--- src/design/uart_config.svh ---
`ifndef UART_CONFIG_SVH
`define UART_CONFIG_SVH

////////////////////
// clocking
////////////////////

// system clock in hz
`define UART_CLK_HZ 50_000_000

// line rate used for the reset divisor
`define UART_BAUD 115_200

// clocks per bit after reset, 434 at 50 mhz
`define UART_DEFAULT_DIV (`UART_CLK_HZ / `UART_BAUD)

////////////////////
// widths
////////////////////

// bit period counter and divisor register
`define UART_DIV_W 16

// good byte and framing error counters
`define UART_CNT_W 8

`endif

--- src/design/uart_pkg.sv ---
`include "uart_config.svh"

package uart_pkg;

	////////////////////
	// serial payload
	////////////////////

	// one character on the line
	typedef logic [7:0] data_byte_t;

	// bit period in clocks
	typedef logic [`UART_DIV_W-1:0] bit_div_t;

	// receiver result, byte plus stop bit check
	typedef struct packed {
		data_byte_t data;
		// stop bit sampled as 0
		logic       frame_err;
	} rx_frame_t;

	////////////////////
	// state machines
	////////////////////

	// receiver, start qualify then 8 data then stop
	typedef enum logic [1:0] {
		RX_IDLE  = 2'd0,
		RX_START = 2'd1,
		RX_DATA  = 2'd2,
		RX_STOP  = 2'd3
	} rx_state_t;

	// transmitter, one state per bit group
	typedef enum logic [1:0] {
		TX_IDLE  = 2'd0,
		TX_START = 2'd1,
		TX_DATA  = 2'd2,
		TX_STOP  = 2'd3
	} tx_state_t;

endpackage

--- src/design/uart_csr_pkg.sv ---
`include "uart_config.svh"

package uart_csr_pkg;

	////////////////////
	// register map
	////////////////////

	// host addresses
	typedef enum logic [1:0] {
		// divisor, read/write
		CSR_DIV        = 2'd0,
		// bit 0 is echo enable
		CSR_CTRL       = 2'd1,
		// good bytes, write clears
		CSR_RX_COUNT   = 2'd2,
		// framing errors, write clears
		CSR_FERR_COUNT = 2'd3
	} csr_addr_t;

	// saturating event counter
	typedef logic [`UART_CNT_W-1:0] count_t;

	// control fields fanned out to rx and tx
	typedef struct packed {
		uart_pkg::bit_div_t div;
		logic               echo_en;
	} csr_ctrl_t;

	// one cycle event strobes from the receiver side
	typedef struct packed {
		logic good_byte;
		logic frame_err;
	} csr_event_t;

endpackage

--- src/design/uart_rx.sv ---
module uart_rx (
	input  logic                    clk,
	input  logic                    rst_n,
	input  logic                    rx,
	input  uart_csr_pkg::csr_ctrl_t ctrl,
	output logic                    rx_valid,
	output uart_pkg::rx_frame_t     rx_frame
);

	// synchronizer and edge detect
	logic rx_meta;
	logic rx_sync;
	logic rx_prev;
	logic start_fall;

	// bit timing
	uart_pkg::rx_state_t  state;
	uart_pkg::bit_div_t   cnt;
	uart_pkg::bit_div_t   bit_last;
	uart_pkg::bit_div_t   half_last;
	logic [2:0]           bit_idx;
	uart_pkg::data_byte_t shift;

	// divisor sampled live, so a change hits the next bit boundary
	assign bit_last  = ctrl.div - uart_pkg::bit_div_t'(1);
	assign half_last = (ctrl.div >> 1) - uart_pkg::bit_div_t'(1);
	assign start_fall = rx_prev & ~rx_sync;

	////////////////////
	// input sync
	////////////////////

	always_ff @(posedge clk or negedge rst_n) begin
		if (!rst_n) begin
			// line idles high
			rx_meta <= 1'b1;
			rx_sync <= 1'b1;
			rx_prev <= 1'b1;
		end else begin
			rx_meta <= rx;
			rx_sync <= rx_meta;
			rx_prev <= rx_sync;
		end
	end

	////////////////////
	// frame FSM
	////////////////////

	always_ff @(posedge clk or negedge rst_n) begin
		if (!rst_n) begin
			state    <= uart_pkg::RX_IDLE;
			cnt      <= '0;
			bit_idx  <= '0;
			rx_valid <= 1'b0;
		end else begin
			rx_valid <= 1'b0;
			case (state)
				uart_pkg::RX_IDLE: begin
					// only a real fall starts a frame, a low stop bit does not
					cnt <= '0;
					if (start_fall) begin
						state <= uart_pkg::RX_START;
					end
				end
				uart_pkg::RX_START: begin
					if (cnt == half_last) begin
						cnt <= '0;
						bit_idx <= '0;
						// still low at mid-bit, else a glitch
						state <= rx_sync ? uart_pkg::RX_IDLE : uart_pkg::RX_DATA;
					end else begin
						cnt <= cnt + uart_pkg::bit_div_t'(1);
					end
				end
				uart_pkg::RX_DATA: begin
					if (cnt == bit_last) begin
						cnt <= '0;
						bit_idx <= bit_idx + 3'd1;
						if (bit_idx == 3'd7) begin
							state <= uart_pkg::RX_STOP;
						end
					end else begin
						cnt <= cnt + uart_pkg::bit_div_t'(1);
					end
				end
				uart_pkg::RX_STOP: begin
					if (cnt == bit_last) begin
						// report at mid stop bit, ready again at once
						cnt <= '0;
						rx_valid <= 1'b1;
						state <= uart_pkg::RX_IDLE;
					end else begin
						cnt <= cnt + uart_pkg::bit_div_t'(1);
					end
				end
				default: state <= uart_pkg::RX_IDLE;
			endcase
		end
	end

	// payload, lsb arrives first
	always_ff @(posedge clk) begin
		if (state == uart_pkg::RX_DATA && cnt == bit_last) begin
			shift <= {rx_sync, shift[7:1]};
		end
		if (state == uart_pkg::RX_STOP && cnt == bit_last) begin
			rx_frame.data      <= shift;
			rx_frame.frame_err <= ~rx_sync;
		end
	end

endmodule

--- src/design/uart_tx.sv ---
module uart_tx (
	input  logic                    clk,
	input  logic                    rst_n,
	input  uart_csr_pkg::csr_ctrl_t ctrl,
	input  logic                    tx_start,
	input  uart_pkg::data_byte_t    tx_data,
	output logic                    tx,
	output logic                    busy
);

	uart_pkg::tx_state_t  state;
	uart_pkg::bit_div_t   cnt;
	uart_pkg::bit_div_t   bit_last;
	logic                 bit_end;
	logic [2:0]           bit_idx;
	uart_pkg::data_byte_t shift;

	assign bit_last = ctrl.div - uart_pkg::bit_div_t'(1);
	assign bit_end  = (cnt == bit_last);

	// high for start, 8 data and stop, 10 bit periods
	assign busy = (state != uart_pkg::TX_IDLE);

	////////////////////
	// frame FSM
	////////////////////

	always_ff @(posedge clk or negedge rst_n) begin
		if (!rst_n) begin
			state   <= uart_pkg::TX_IDLE;
			cnt     <= '0;
			bit_idx <= '0;
			tx      <= 1'b1;
		end else begin
			// per-bit counter, restarts at each boundary
			if (state == uart_pkg::TX_IDLE || bit_end) begin
				cnt <= '0;
			end else begin
				cnt <= cnt + uart_pkg::bit_div_t'(1);
			end
			case (state)
				uart_pkg::TX_IDLE: begin
					// start strobe while busy never reaches here
					if (tx_start) begin
						tx <= 1'b0;
						state <= uart_pkg::TX_START;
					end
				end
				uart_pkg::TX_START: begin
					if (bit_end) begin
						tx <= shift[0];
						bit_idx <= '0;
						state <= uart_pkg::TX_DATA;
					end
				end
				uart_pkg::TX_DATA: begin
					if (bit_end) begin
						if (bit_idx == 3'd7) begin
							// stop bit
							tx <= 1'b1;
							state <= uart_pkg::TX_STOP;
						end else begin
							tx <= shift[0];
							bit_idx <= bit_idx + 3'd1;
						end
					end
				end
				uart_pkg::TX_STOP: begin
					if (bit_end) begin
						state <= uart_pkg::TX_IDLE;
					end
				end
				default: state <= uart_pkg::TX_IDLE;
			endcase
		end
	end

	// byte latch and lsb-first shift
	always_ff @(posedge clk) begin
		if (state == uart_pkg::TX_IDLE && tx_start) begin
			shift <= tx_data;
		end else if (bit_end && (state == uart_pkg::TX_START || state == uart_pkg::TX_DATA)) begin
			shift <= shift >> 1;
		end
	end

endmodule

--- src/design/uart_csr.sv ---
`include "uart_config.svh"

module uart_csr (
	input  logic                     clk,
	input  logic                     rst_n,
	input  logic                     cfg_we,
	input  uart_csr_pkg::csr_addr_t  cfg_addr,
	input  logic [`UART_DIV_W-1:0]   cfg_wdata,
	output logic [`UART_DIV_W-1:0]   cfg_rdata,
	input  uart_csr_pkg::csr_event_t events,
	output uart_csr_pkg::csr_ctrl_t  ctrl
);

	uart_csr_pkg::count_t rx_cnt;
	uart_csr_pkg::count_t ferr_cnt;
	logic                 clr_rx;
	logic                 clr_ferr;

	// counter clears by host write
	assign clr_rx   = cfg_we && (cfg_addr == uart_csr_pkg::CSR_RX_COUNT);
	assign clr_ferr = cfg_we && (cfg_addr == uart_csr_pkg::CSR_FERR_COUNT);

	////////////////////
	// control regs
	////////////////////

	always_ff @(posedge clk or negedge rst_n) begin
		if (!rst_n) begin
			ctrl.div     <= uart_pkg::bit_div_t'(`UART_DEFAULT_DIV);
			ctrl.echo_en <= 1'b1;
		end else if (cfg_we) begin
			case (cfg_addr)
				uart_csr_pkg::CSR_DIV:  ctrl.div <= cfg_wdata;
				uart_csr_pkg::CSR_CTRL: ctrl.echo_en <= cfg_wdata[0];
				default: ;
			endcase
		end
	end

	////////////////////
	// event counters
	////////////////////

	// clear beats a same-cycle event, counts stop at all ones
	always_ff @(posedge clk or negedge rst_n) begin
		if (!rst_n) begin
			rx_cnt   <= '0;
			ferr_cnt <= '0;
		end else begin
			if (clr_rx) begin
				rx_cnt <= '0;
			end else if (events.good_byte && rx_cnt != '1) begin
				rx_cnt <= rx_cnt + uart_csr_pkg::count_t'(1);
			end
			if (clr_ferr) begin
				ferr_cnt <= '0;
			end else if (events.frame_err && ferr_cnt != '1) begin
				ferr_cnt <= ferr_cnt + uart_csr_pkg::count_t'(1);
			end
		end
	end

	// read mux, narrow fields zero-extended
	always_comb begin
		cfg_rdata = '0;
		case (cfg_addr)
			uart_csr_pkg::CSR_DIV:        cfg_rdata = ctrl.div;
			uart_csr_pkg::CSR_CTRL:       cfg_rdata[0] = ctrl.echo_en;
			uart_csr_pkg::CSR_RX_COUNT:   cfg_rdata[`UART_CNT_W-1:0] = rx_cnt;
			uart_csr_pkg::CSR_FERR_COUNT: cfg_rdata[`UART_CNT_W-1:0] = ferr_cnt;
			default:                      cfg_rdata = '0;
		endcase
	end

endmodule

--- src/design/uart_echo_top.sv ---
`include "uart_config.svh"

module uart_echo_top (
	input  logic                    clk,
	input  logic                    rst_n,
	input  logic                    rx,
	output logic                    tx,
	input  logic                    cfg_we,
	input  uart_csr_pkg::csr_addr_t cfg_addr,
	input  logic [`UART_DIV_W-1:0]  cfg_wdata,
	output logic [`UART_DIV_W-1:0]  cfg_rdata
);

	uart_csr_pkg::csr_ctrl_t  ctrl;
	uart_csr_pkg::csr_event_t events;
	uart_pkg::rx_frame_t      rx_frame;
	logic                     rx_valid;
	logic                     tx_start;
	// transmitter activity, watched by the bound checks
	logic                     busy;

	////////////////////
	// echo gating
	////////////////////

	// good frames only, and only with echo on
	assign tx_start = rx_valid & ~rx_frame.frame_err & ctrl.echo_en;

	// counter strobes
	assign events.good_byte = rx_valid & ~rx_frame.frame_err;
	assign events.frame_err = rx_valid & rx_frame.frame_err;

	uart_rx uart_rx_inst (
		.clk      (clk),
		.rst_n    (rst_n),
		.rx       (rx),
		.ctrl     (ctrl),
		.rx_valid (rx_valid),
		.rx_frame (rx_frame)
	);

	uart_tx uart_tx_inst (
		.clk      (clk),
		.rst_n    (rst_n),
		.ctrl     (ctrl),
		.tx_start (tx_start),
		.tx_data  (rx_frame.data),
		.tx       (tx),
		.busy     (busy)
	);

	uart_csr uart_csr_inst (
		.clk       (clk),
		.rst_n     (rst_n),
		.cfg_we    (cfg_we),
		.cfg_addr  (cfg_addr),
		.cfg_wdata (cfg_wdata),
		.cfg_rdata (cfg_rdata),
		.events    (events),
		.ctrl      (ctrl)
	);

endmodule

--- config.mk ---
export PLATFORM = sky130hd
export DESIGN_NAME = uart_echo_top
export DESIGN_NICKNAME = d
export VERILOG_FILES = /design/src/design/uart_pkg.sv /design/src/design/uart_csr_pkg.sv /design/src/design/uart_rx.sv /design/src/design/uart_tx.sv /design/src/design/uart_csr.sv /design/src/design/uart_echo_top.sv
export VERILOG_INCLUDE_DIRS = /design/src /design/src/design
export SDC_FILE = /design/constraint.sdc
export NUM_CORES = 1
export LEC_CHECK = 0
export ABC_AREA = 1
export BUFFER_PORTS_ARGS = -buffer_cell sky130_fd_sc_hd__buf_2
export CORE_ASPECT_RATIO = 1.25
export CORE_MARGIN = 3
export CORE_UTILIZATION = 40
export DETAILED_ROUTE_END_ITERATION = 8
export RECOVER_POWER = 50
export SLEW_MARGIN = 15
export SYNTH_ARGS = -nofsm -noshare
export SYNTH_HDL_FRONTEND = slang
export SYNTH_SLANG_ARGS = --single-unit
--- constraint.sdc ---
create_clock -name clk -period 3.9 [get_ports clk]
set_input_delay 0.39 -clock clk [delete_from_list [all_inputs] [get_ports clk]]
set_output_delay 0.39 -clock clk [all_outputs]
set_load 0.02 [all_outputs]
==> results.sh <==
export IMPL_yosys_top_cells_area="dfrtp_1, edfxtp_1, nand2_1"
export IMPL_syn_num_nets=849
export IMPL_synth_commonest_cells="nand2_1, nor2_1, inv_1"
export IMPL_cp_max_fo=10
export IMPL_power_internal_mw=1.82
export IMPL_dieArea_um2=17400
export IMPL_r2r_slack_ps=990
export IMPL_synthCells=809
export IMPL_drcViolationCount=0
export IMPL_grt_usage=0.180
export IMPL_switchingPower_mw=0.918
export IMPL_synth_edff_count=25
export IMPL_ys_types=39
export IMPL_yosys_area_top_type="dfrtp_1"
export IMPL_die_x_um=119
export IMPL_drtIter0Drc=388
export IMPL_vias=5255
export IMPL_n_antenna_cell=0
export IMPL_finClkSkew_ps=7.09
export IMPL_timing_final_crit_share=0.746
export IMPL_clock_sinks=105
export IMPL_ys_flop_type="dfrtp_1"
export IMPL_ys_ff_latch=105
export IMPL_worst_r2r_cell_count=14
export IMPL_grt_max_degree=55
export IMPL_hold_class="in -> reg"
export IMPL_outcome="finished, violations left"
export IMPL_critPathArrivalTime_ps=2890
export IMPL_violations="capacitance limit, slew limit"
export IMPL_timing_final_hold_violations=0
export IMPL_clock_tree_buffer_depth=2
export IMPL_setup_viol_count_final=0
export IMPL_grt_pass1_wl_mm=25.2
export IMPL_report_power_total_mw=2.73
export IMPL_p_leak_nw=3.20
export IMPL_crit_type="reg -> reg"
export IMPL_clock_latency_ps=360
export IMPL_final_nets=893
export IMPL_synth_top_area_share=0.276
export IMPL_avgSynthCellArea_um2=7.85
export IMPL_startpoint_type="flop"
export IMPL_cts_tree="built"
export IMPL_worst_ep_required_time_ps=3880
export IMPL_root_buffer="clkbuf_16"
export IMPL_firstDrtPassIters=5
export IMPL_synth_async_reset_ratio=0.762
export IMPL_powerDensity_nw_per_um2=388
export IMPL_startpoint="uart_csr_inst.ctrl[1]"
export IMPL_tns_ps=0
export IMPL_h_tree_depth=3
export IMPL_ioPinCount=39
export IMPL_vias_per_cell=4.93
export IMPL_crit_path_end="uart_rx_inst.rx_frame[4]"
export IMPL_slew_headroom=-1.02
export IMPL_rows=50
export IMPL_coreArea_um2=15300
export IMPL_portBuffers=38
export IMPL_grt_overflow=0
export IMPL_cts_setup_buffers=0
export IMPL_drive_gt1_frac=0.138
export IMPL_vdd_ir_drop_max_mv=0.210
export IMPL_synth_warnings=0
export IMPL_dpl_hpwl_mm=11.8
export IMPL_antenna_left=0
export IMPL_cts_resized=0
export IMPL_worst_setup_path_end_kind="flop"
export IMPL_swShare=0.336
export IMPL_netlist_area_um2=6350
export IMPL_combPwrFrac=0.225
export IMPL_gp_congestion=0.920
export IMPL_fin_crit_ps=2910
export IMPL_yosysMostFrequentCell="nand2_1"
export IMPL_achievable_frequency_mhz=344
export IMPL_antenna_found_initial=0
export IMPL_p_seq_frac=0.463
export IMPL_r2r_end="uart_rx_inst.rx_frame[4]"
export IMPL_grt_pass1_vias=5091
export IMPL_die_h_um=147
export IMPL_synth_seq_area_share=0.436
export IMPL_areaGrowthSynthToFinish_pct=10.9
export IMPL_initial_utilization=0.416
export IMPL_cts_hold_buf=0
export IMPL_reg2reg_from="uart_csr_inst.ctrl[1]"
export IMPL_worst_pin_slew_ps=3030
export IMPL_clockPowerShare=0.312
export IMPL_slew_violations=55
export IMPL_drv_cap=1
export IMPL_wire_per_inst_um=14.0
export IMPL_clk_pin_slew_ps=70
export IMPL_cts_buffers_inserted=9
export IMPL_rsz0062_at_grt="false"
export IMPL_routed_wl_mm=14.9
[critical path, cell delays in order (launching register included)]
cell and delay (ps):
dfrtp_1 450, inv_2 140, ha_1 250, nand2_1 120
nor2_1 210, nand2_1 110, nand2_1 90, nand2_2 70
nand2_1 50, nand2_1 50, nor2_1 80, nand3_1 70
nor2_1 120, nand2_2 110, nor2_1 630
[final cells by class]
class | count | area [um2]
multi-input cells | 590 | 3140
clock buffers | 10 | 229
clock inverters | 6 | 43.8
inverters | 107 | 402
well taps | 208 | 260
repair buffers | 40 | 200
flip-flops and latches | 105 | 2770
fillers | 1568 | 8230
[how the worst min path moves through the flow]
stage / from / endpoint / slack [ps] / depth (start not counted)
after floorplan: rst_n / asynchronous set/reset pin / 90 / 0
after global placement: uart_rx_inst.rx_sync / uart_rx_inst.rx_prev / 380 / 0
after detailed placement: uart_rx_inst.rx_meta / uart_rx_inst.rx_sync / 370 / 0
after CTS: rst_n / uart_csr_inst.ferr_cnt[3] / 110 / 1
after global routing: rx / uart_rx_inst.rx_meta / 130 / 1
final: rx / uart_rx_inst.rx_meta / 140 / 1
[metal layers]
metal	wire length [um]	global-route usage	vias up
met5	0	0	-
met4	307	0.0649	0
met3	362	0.0223	21
met2	7420	0.308	88
met1	6840	0.236	2452
li1	-	-	2694
[cell families after synthesis]
kind of cell    after synthesis  share of synthesized area
mux                           7                     0.0124
fa+ha+maj                    18                     0.0355
compound gates               73                     0.0660
flops                       105                      0.436
simple gates                451                      0.322
xor+xnor                     41                     0.0587
buf+inv                     114                     0.0698
[power by group through the flow]
| stage | logic, mW | registers, mW | clock network (mW) |
|---|---|---|---|
| 6_report | 0.614 | 1.27 | 0.854 |
| 3_3_place_gp | 0.616 | 1.29 | 0 |
| 2_1_floorplan | 0.478 | 1.26 | 0 |
| 5_1_grt | 0.704 | 1.28 | 0.925 |
| 3_5_place_dp | 0.619 | 1.29 | 0 |
| 4_1_cts | 0.621 | 1.26 | 0.888 |
[sequential cells by signal, summed over array words and instances (netlist names), named ones only]
register	flops
uart_rx_inst.rx_valid	1
uart_tx_inst.bit_idx	3
uart_rx_inst.rx_sync	1
uart_tx_inst.cnt	16
uart_rx_inst.rx_frame	9
uart_rx_inst.shift	8
uart_csr_inst.ferr_cnt	8
uart_csr_inst.rx_cnt	8
uart_tx_inst.shift	8
uart_csr_inst.ctrl	17
uart_tx_inst.tx	1
uart_rx_inst.bit_idx	3
uart_rx_inst.rx_prev	1
uart_rx_inst.state	1
uart_tx_inst.state	2
uart_rx_inst.cnt	16
uart_rx_inst.rx_meta	1
[placed cells by master (no fill, tap or decap), drive strengths merged]
cell,n
o21bai,1
a21oi,35
nor3,24
xnor2,10
inv,108
o221ai,8
edfxtp,25
xnor3,1
clkbuf,14
nand3,58
o31ai,2
and3,1
mux2,7
a221oi,1
nor2,133
or2,2
ha,18
clkinv,4
nand2,212
a22oi,1
nand4,8
nor4,3
dfstp,10
xor2,30
nor3b,7
nand3b,3
buf,36
a31oi,3
o22ai,2
o21ai,20
dfrtp,70
clkinvlp,1
[metrics by stage]
stage | cells | util | setup WS [ps] | area, um2 | hold WS [ps]
6_report | 1066 | 0.461 | 991 | 7040 | 140
5_1_grt | 1066 | 0.461 | 495 | 7040 | 135
4_1_cts | 1066 | 0.462 | 931 | 7050 | 114
3_5_place_dp | 1050 | 0.444 | 955 | 6770 | 373
3_3_place_gp | 1050 | 0.444 | 1100 | 6770 | 376
2_1_floorplan | 809 | - | 1130 | 6350 | 94.4
(Power assumes the default switching activity.)
